--- src/logic/bp_pkg.sv ---
`default_nettype none

package bp_pkg;

    // Instruction address
    localparam int ADDR_BITS = 32;
    typedef logic [ADDR_BITS-1:0] addr_t;

    // Global history length and PHT size
    localparam int HIST_BITS = 4;
    localparam int PHT_ENTRIES = 1 << HIST_BITS;

    // 2-bit saturating counter, upper bit is the prediction
    typedef logic [1:0] ctr_t;
    localparam ctr_t CTR_INIT = 2'd1;
    localparam ctr_t CTR_MAX = 2'd3;
    localparam ctr_t CTR_MIN = 2'd0;

    // BTB geometry
    localparam int BTB_IDX_BITS = 4;
    localparam int BTB_ENTRIES = 1 << BTB_IDX_BITS;
    // Index sits just above the word offset
    localparam int BTB_IDX_LSB = 2;
    localparam int BTB_TAG_LSB = BTB_IDX_LSB + BTB_IDX_BITS;
    localparam int BTB_TAG_BITS = ADDR_BITS - BTB_TAG_LSB;
    typedef logic [BTB_TAG_BITS-1:0] btb_tag_t;

    // Correction buffer
    localparam int BCB_DEPTH = 4;
    localparam int BCB_PTR_BITS = $clog2(BCB_DEPTH);

    // Fetch sequencing
    localparam addr_t RESET_PC = 32'h0000_0000;
    localparam addr_t INSN_BYTES = 32'd4;

endpackage

`default_nettype wire

--- src/logic/resolve_if.sv ---
`timescale 1ns/100ps
`default_nettype none

interface resolve_if;

    // Resolution strobe from execute, one cycle wide
    logic ex_branch;
    // Actual outcome, only meaningful with the strobe
    logic pcsrc;
    // Address of the resolved branch
    bp_pkg::addr_t ex_pc;
    // Resolved target
    bp_pkg::addr_t pc_branch;

    // Read side for the predictor tables
    modport sink (
        input ex_branch,
        input pcsrc,
        input ex_pc,
        input pc_branch
    );

endinterface

`default_nettype wire

--- src/logic/branch_correction.sv ---
`timescale 1ns/100ps
`default_nettype none

module branch_correction (
    input  logic          clk,
    input  logic          rst,
    resolve_if.sink       res,
    input  bp_pkg::addr_t pc,
    input  logic          hit,
    input  logic          taken,
    input  logic          pc_stall,
    output logic          wrong,
    output bp_pkg::addr_t pc_reverse
);

    // Fetch addresses that were predicted taken
    bp_pkg::addr_t                    slot_pc [bp_pkg::BCB_DEPTH];
    logic [bp_pkg::BCB_DEPTH-1:0]     slot_valid;
    logic [bp_pkg::BCB_PTR_BITS-1:0]  wr_ptr;

    // Per-slot compare results
    logic [bp_pkg::BCB_DEPTH-1:0] pc_match;
    logic [bp_pkg::BCB_DEPTH-1:0] ex_match;
    logic                         record;

    always_comb begin
        for (int i = 0; i < bp_pkg::BCB_DEPTH; i++) begin
            pc_match[i] = slot_valid[i] && (slot_pc[i] == pc);
            ex_match[i] = slot_valid[i] && (slot_pc[i] == res.ex_pc);
        end
    end

    // Taken prediction leaving fetch, not already tracked
    assign record = hit && taken && !pc_stall && !(|pc_match);

    // Predicted taken but resolved not taken
    assign wrong = res.ex_branch && !res.pcsrc && (|ex_match);
    // Fall-through of the mispredicted branch
    assign pc_reverse = res.ex_pc + bp_pkg::INSN_BYTES;

    always_ff @(posedge clk) begin
        if (rst) begin
            slot_valid <= '0;
            wr_ptr     <= '0;
        end else begin
            // Any resolution retires its slot
            if (res.ex_branch) begin
                slot_valid <= slot_valid & ~ex_match;
            end
            // Later assignment, so a record beats a clear
            if (record) begin
                slot_valid[wr_ptr] <= 1'b1;
                wr_ptr             <= wr_ptr + 1'b1;
            end
        end
    end

    always_ff @(posedge clk) begin
        if (record) begin
            slot_pc[wr_ptr] <= pc;
        end
    end

endmodule

`default_nettype wire

--- src/logic/branch_target_buffer.sv ---
`timescale 1ns/100ps
`default_nettype none

module branch_target_buffer (
    input  logic          clk,
    input  logic          rst,
    resolve_if.sink       res,
    input  bp_pkg::addr_t pc,
    output logic          hit,
    output bp_pkg::addr_t target
);

    // Entry storage
    logic [bp_pkg::BTB_ENTRIES-1:0] valid;
    bp_pkg::btb_tag_t               tags    [bp_pkg::BTB_ENTRIES];
    bp_pkg::addr_t                  targets [bp_pkg::BTB_ENTRIES];

    // Fetch side fields
    logic [bp_pkg::BTB_IDX_BITS-1:0] rd_idx;
    bp_pkg::btb_tag_t                rd_tag;
    // Resolve side fields
    logic [bp_pkg::BTB_IDX_BITS-1:0] wr_idx;
    bp_pkg::btb_tag_t                wr_tag;
    logic                            install;

    assign rd_idx = pc[bp_pkg::BTB_TAG_LSB-1:bp_pkg::BTB_IDX_LSB];
    assign rd_tag = pc[bp_pkg::ADDR_BITS-1:bp_pkg::BTB_TAG_LSB];
    assign wr_idx = res.ex_pc[bp_pkg::BTB_TAG_LSB-1:bp_pkg::BTB_IDX_LSB];
    assign wr_tag = res.ex_pc[bp_pkg::ADDR_BITS-1:bp_pkg::BTB_TAG_LSB];

    // Only taken branches get an entry
    assign install = res.ex_branch && res.pcsrc;

    // Lookup sees contents before this edge's install
    assign hit = valid[rd_idx] && (tags[rd_idx] == rd_tag);
    assign target = targets[rd_idx];

    always_ff @(posedge clk) begin
        if (rst) begin
            valid <= '0;
        end else if (install) begin
            valid[wr_idx] <= 1'b1;
        end
    end

    // Tag and target overwrite whatever aliased there
    always_ff @(posedge clk) begin
        if (install) begin
            tags[wr_idx]    <= wr_tag;
            targets[wr_idx] <= res.pc_branch;
        end
    end

endmodule

`default_nettype wire

--- src/logic/fetch_pc.sv ---
`timescale 1ns/100ps
`default_nettype none

module fetch_pc (
    input  logic          clk,
    input  logic          rst,
    input  logic          pc_stall,
    input  logic          redirect,
    input  logic          wrong,
    input  logic          predict_taken,
    input  bp_pkg::addr_t pc_branch,
    input  bp_pkg::addr_t pc_reverse,
    input  bp_pkg::addr_t target,
    output bp_pkg::addr_t pc
);

    bp_pkg::addr_t pc_next;

    // Execute corrections outrank the fetch prediction
    always_comb begin
        if (redirect) begin
            pc_next = pc_branch;
        end else if (wrong) begin
            pc_next = pc_reverse;
        end else if (predict_taken) begin
            pc_next = target;
        end else begin
            pc_next = pc + bp_pkg::INSN_BYTES;
        end
    end

    // Hold while fetch is stalled
    always_ff @(posedge clk) begin
        if (rst) begin
            pc <= bp_pkg::RESET_PC;
        end else if (!pc_stall) begin
            pc <= pc_next;
        end
    end

endmodule

`default_nettype wire

--- src/logic/global_history.sv ---
`timescale 1ns/100ps
`default_nettype none

module global_history (
    input  logic                         clk,
    input  logic                         rst,
    resolve_if.sink                      res,
    output logic [bp_pkg::HIST_BITS-1:0] history
);

    // Newest outcome enters at bit 0
    // Oldest outcome falls off the top
    always_ff @(posedge clk) begin
        if (rst) begin
            history <= '0;
        end else if (res.ex_branch) begin
            history <= {history[bp_pkg::HIST_BITS-2:0], res.pcsrc};
        end
    end

endmodule

`default_nettype wire

--- src/logic/global_prediction_top.sv ---
`timescale 1ns/100ps
`default_nettype none

module global_prediction_top (
    input  logic          clk,
    input  logic          rst,
    input  logic          ex_branch,
    input  logic          pcsrc,
    input  logic          pc_stall,
    input  bp_pkg::addr_t ex_pc,
    input  bp_pkg::addr_t pc_branch,
    input  logic          ex_jump,
    input  logic          ex_hit,
    output bp_pkg::addr_t pc,
    output logic          wrong,
    output logic          late_redirect,
    output logic          hit
);

    // Execute resolution bundle
    resolve_if res ();

    assign res.ex_branch = ex_branch;
    assign res.pcsrc     = pcsrc;
    assign res.ex_pc     = ex_pc;
    assign res.pc_branch = pc_branch;

    logic [bp_pkg::HIST_BITS-1:0] history;
    logic                         taken;
    bp_pkg::addr_t                target;
    bp_pkg::addr_t                pc_reverse;
    logic                         redirect;
    logic                         predict_taken;

    // Taken branch that fetch did not see in the BTB
    assign late_redirect = ex_branch && pcsrc && !ex_hit;
    assign redirect      = ex_jump || late_redirect;
    // Follow the BTB target only when the PHT agrees
    assign predict_taken = hit && taken;

    global_history u_global_history (
        .clk     (clk),
        .rst     (rst),
        .res     (res),
        .history (history)
    );

    pattern_history_table u_pattern_history_table (
        .clk     (clk),
        .rst     (rst),
        .res     (res),
        .history (history),
        .taken   (taken)
    );

    branch_target_buffer u_branch_target_buffer (
        .clk    (clk),
        .rst    (rst),
        .res    (res),
        .pc     (pc),
        .hit    (hit),
        .target (target)
    );

    branch_correction u_branch_correction (
        .clk        (clk),
        .rst        (rst),
        .res        (res),
        .pc         (pc),
        .hit        (hit),
        .taken      (taken),
        .pc_stall   (pc_stall),
        .wrong      (wrong),
        .pc_reverse (pc_reverse)
    );

    fetch_pc u_fetch_pc (
        .clk           (clk),
        .rst           (rst),
        .pc_stall      (pc_stall),
        .redirect      (redirect),
        .wrong         (wrong),
        .predict_taken (predict_taken),
        .pc_branch     (pc_branch),
        .pc_reverse    (pc_reverse),
        .target        (target),
        .pc            (pc)
    );

endmodule

`default_nettype wire

--- src/logic/pattern_history_table.sv ---
`timescale 1ns/100ps
`default_nettype none

module pattern_history_table (
    input  logic                         clk,
    input  logic                         rst,
    resolve_if.sink                      res,
    input  logic [bp_pkg::HIST_BITS-1:0] history,
    output logic                         taken
);

    // One counter per history pattern
    bp_pkg::ctr_t ctr [bp_pkg::PHT_ENTRIES];
    bp_pkg::ctr_t cur;

    // Counter under the current history
    // Same entry serves lookup and update
    assign cur = ctr[history];
    assign taken = cur[1];

    always_ff @(posedge clk) begin
        if (rst) begin
            for (int i = 0; i < bp_pkg::PHT_ENTRIES; i++) begin
                ctr[i] <= bp_pkg::CTR_INIT;
            end
        end else if (res.ex_branch) begin
            // History is still pre-shift at this edge
            if (res.pcsrc) begin
                if (cur != bp_pkg::CTR_MAX) begin
                    ctr[history] <= cur + 2'd1;
                end
            end else begin
                if (cur != bp_pkg::CTR_MIN) begin
                    ctr[history] <= cur - 2'd1;
                end
            end
        end
    end

endmodule

`default_nettype wire

--- config.mk ---
export PLATFORM = sky130hd
export DESIGN_NAME = global_prediction_top
export DESIGN_NICKNAME = d
export VERILOG_FILES = /design/src/logic/bp_pkg.sv /design/src/logic/resolve_if.sv /design/src/logic/branch_correction.sv /design/src/logic/branch_target_buffer.sv /design/src/logic/fetch_pc.sv /design/src/logic/global_history.sv /design/src/logic/global_prediction_top.sv /design/src/logic/pattern_history_table.sv
export SDC_FILE = /design/constraint.sdc
export NUM_CORES = 1
export LEC_CHECK = 0
export BUFFER_PORTS_ARGS = -buffer_cell sky130_fd_sc_hd__buf_2
export CAP_MARGIN = 20
export CORE_MARGIN = 5
export CORE_UTILIZATION = 45
export CTS_CLUSTER_SIZE = 12
export DETAILED_ROUTE_END_ITERATION = 10
export PLACE_DENSITY = 0.65
export SLEW_MARGIN = 20
export SYNTH_ARGS = -nofsm -noshare
export SYNTH_HDL_FRONTEND = slang
export SYNTH_SLANG_ARGS = --single-unit
--- constraint.sdc ---
create_clock -name clk -period 7.7 [get_ports clk]
set_input_delay 1.54 -clock clk [delete_from_list [all_inputs] [get_ports clk]]
set_output_delay 1.54 -clock clk [all_outputs]
set_load 0.01 [all_outputs]
==> impl_metrics.toml <==
[critical_path]
reg2reg_to = "u_branch_correction.slot_pc[0][30]"
r2r_cells = 12
required_ns = 6.16
crit_type = "reg -> out"
r2r_slack_ns = 2.43
critical_path_arrival_ns = 4.76
cp_max_fo = 54
end_kind = "primary output"
cp-start-kind = "register"

[grt]
grt_max_degree = 111
grt_pass1_wl_um = 205000
grt_pass1_vias = 27600
grt_util_all_layers_pct = 24.7
grt_antenna_before_repair = 12
globalRouteOverflowTotal = 0

[timing]
hold_violations = 0
finClkSkew_ns = 0.0451
slew_viol_final = 0
slew_headroom_pct = 23.8
post-route-period-util_pct = 81.8
rsz0062_at_grt = "no"
finalSetupViolations = 0
max_freq_mhz = 159
finalCriticalPeriod_ns = 6.30
setup_tns_ns = 0
worst_slew_pin_slew_ns = 1.13

[clock_tree]
clockBufferDepth = 3
ctsHoldBuffers = 0
cts_root_buf = "clkbuf_16"
numCtsBuffers = 117
clock_sinks = 1154
cts_setup_buffers = 0
insertion_delay_ns = 0.74
cts_max_level = 3
cts_resized = 0
cts.clk_slew.worst_paths_ns = 0.06
cts_tree = "built"

[finish]
n_fill_cell = 8714
multi_input_area_sq_um = 14100
syn2layout_area_growth_pct = 12.0
final_common_cell = "edfxtp_1"
mostFrequentLayoutCells = "1088 x edfxtp_1, 301 x xnor2_1, 231 x mux4_2"
layout.cells.non_filler = 4415
regArea_sq_um = 34000
drive_above_1_share_pct = 20.6
final_net_count = 2995
stdcell_area_sq_um = 54800

[run_status]
outcome = "complete, no violations"

[floorplan]
die_w_um = 340
rows = 121
dieHeight_um = 340
start_util_pct = 45.1
core_area_sq_um = 108000
dieArea_sq_um = 115000
pin_count = 106

[synth]
synth-edff-count = 1088
ys_types = 70
synth_warnings = 0
syn_area_per_cell_sq_um = 17.5
ys_seq_area_share_pct = 69.5
async_flop_share_pct = 0
synth_area_sq_um = 48900
synth_seq_cells = 1154
synth_fp_nets = 2868
netlist_instances = 2788
synth_ff_type = "edfxtp_1"

[detailed_routing]
ant_nets = 0
drc = 0
firstDrtPassIters = 7
routed_via_density = 6.19
vias = 27300
wire_per_inst_um = 32.6
drt_iter0_drc = 3349
routed_wl_um = 144000

[pwr]
netSwitchingPower_mw = 3.15
p_per_area_nw_per_um2 = 244
p_sw_share_pct = 23.5
p_leak_nw = 17.0
worst_ir_drop_vdd_mv = 0.185
clockPowerShare_pct = 38.7
p_int_mw = 10.2
power_frac_seq_pct = 52.5
share_comb_of_total_power_pct = 8.8

[flow_run]
maxCapViolations = 0

[min_path]
holdCritPathClass = "reg -> reg"
holdPathStages = 2
min_from = "u_branch_target_buffer.valid[3]"
whs_endpoint = "u_branch_target_buffer.valid[3]"

[placement]
hpwlAfterDp_um = 89700
placed_cells = 4210
placed_cell_area_sq_um = 51300
io_buffers = 105
gp_congestion = 0.913
==> cells in the mapped netlist (15+ instances only) <==
cell	n	area, sq um
nor4_1	26	163
o21ai_0	15	75.1
nor2_1	112	420
xor2_1	29	254
inv_1	40	150
mux2i_1	120	1200
dfxtp_1	66	1320
nand3_1	67	335
o31ai_1	19	143
nand4_1	86	538
nand2b_1	24	150
nand2_1	69	259
a21oi_1	41	205
xnor2_1	301	2640
a22oi_1	29	218
edfxtp_1	1088	32700
mux4_2	231	5200
buf_2	38	190
clkbuf_1	115	432
nor3_1	26	130
a221oi_1	24	210
==> critical path, stage by stage (launching register included) <==
cell	delay, ns
dfxtp_4	0.98
buf_4	0.58
mux2i_1	0.15
a221oi_1	0.28
o21ai_1	0.14
and3_1	0.21
or4_1	0.53
or3b_2	0.46
nor4_1	0.28
buf_4	0.23
buf_2	0.15
==> power groups by stage <==
stage | clock, mW | sequential, mW | combinational, mW
2_1_floorplan | 0 | 7.12 | 0.731
3_3_place_gp | 0 | 7.14 | 1.15
3_5_place_dp | 0 | 7.15 | 1.17
4_1_cts | 5.27 | 7.02 | 1.17
5_1_grt | 5.54 | 7.02 | 1.23
6_report | 5.17 | 7.02 | 1.18
==> layout make-up <==
type                       count  area share, %
multi-input combinational   1410           25.7
clock inverter                41          0.571
timing repair buffer         191           2.45
inverter                      41          0.283
antenna                        8         0.0365
sequential                  1154           62.1
tap                         1414           3.23
clock buffer                 156           5.69
==> per-stage QoR <==
step / hold WS (ns) / utilization (%) / setup slack, ns / power [mW]
after floorplan: 0.435 / - / 1.03 / 7.85
after global placement: 0.444 / 47.3 / 2.05 / 8.30
after detailed placement: 0.453 / 47.4 / 2.08 / 8.32
after CTS: 0.465 / 50.5 / 1.31 / 13.5
after global routing: 0.493 / 50.5 / 1.18 / 13.8
final: 0.463 / 50.5 / 1.40 / 13.4
==> metal layers <==
metal	part of all wire, %	track usage [%]	vias up
met5	0.0083	0	-
met4	4.0	9.24	2
met3	7.3	3.87	280
met2	48	40.3	1284
met1	41	33.9	14400
li1	-	-	11300
==> how the worst max path moves through the flow <==
stage	startpoint	endpoint	slack [ns]	cells past startpoint
2_1_floorplan	ex_pc[2]	u_branch_target_buffer.tags[2][0]	1.03	5
3_3_place_gp	ex_pc[25]	wrong	2.05	8
3_5_place_dp	ex_pc[25]	wrong	2.08	8
4_1_cts	register	hit	1.31	10
5_1_grt	register	hit	1.18	10
6_report	register	hit	1.40	10
==> state kept, by name, summed over array words and instances, names as in the netlist, named ones only <==
name	cells
u_global_history.history	4
u_branch_correction.slot_valid	4
u_fetch_pc.pc	32
u_branch_target_buffer.targets	512
u_pattern_history_table.ctr	32
u_branch_target_buffer.tags	416
u_branch_correction.slot_pc	128
u_branch_target_buffer.valid	16
u_branch_correction.wr_ptr	2
==> kinds of logic after synthesis <==
logic type	Yosys count	synth area share, %
DFF	1154	69.5
adders and majority gates	9	0.230
buffers and inverters	224	2.01
muxes	375	14.0
and+or+nand+nor	496	5.36
xor gates and xnor gates	330	5.91
AOI/OAI and AO/OA	200	2.94
Power figures use the tool's default switching activity.
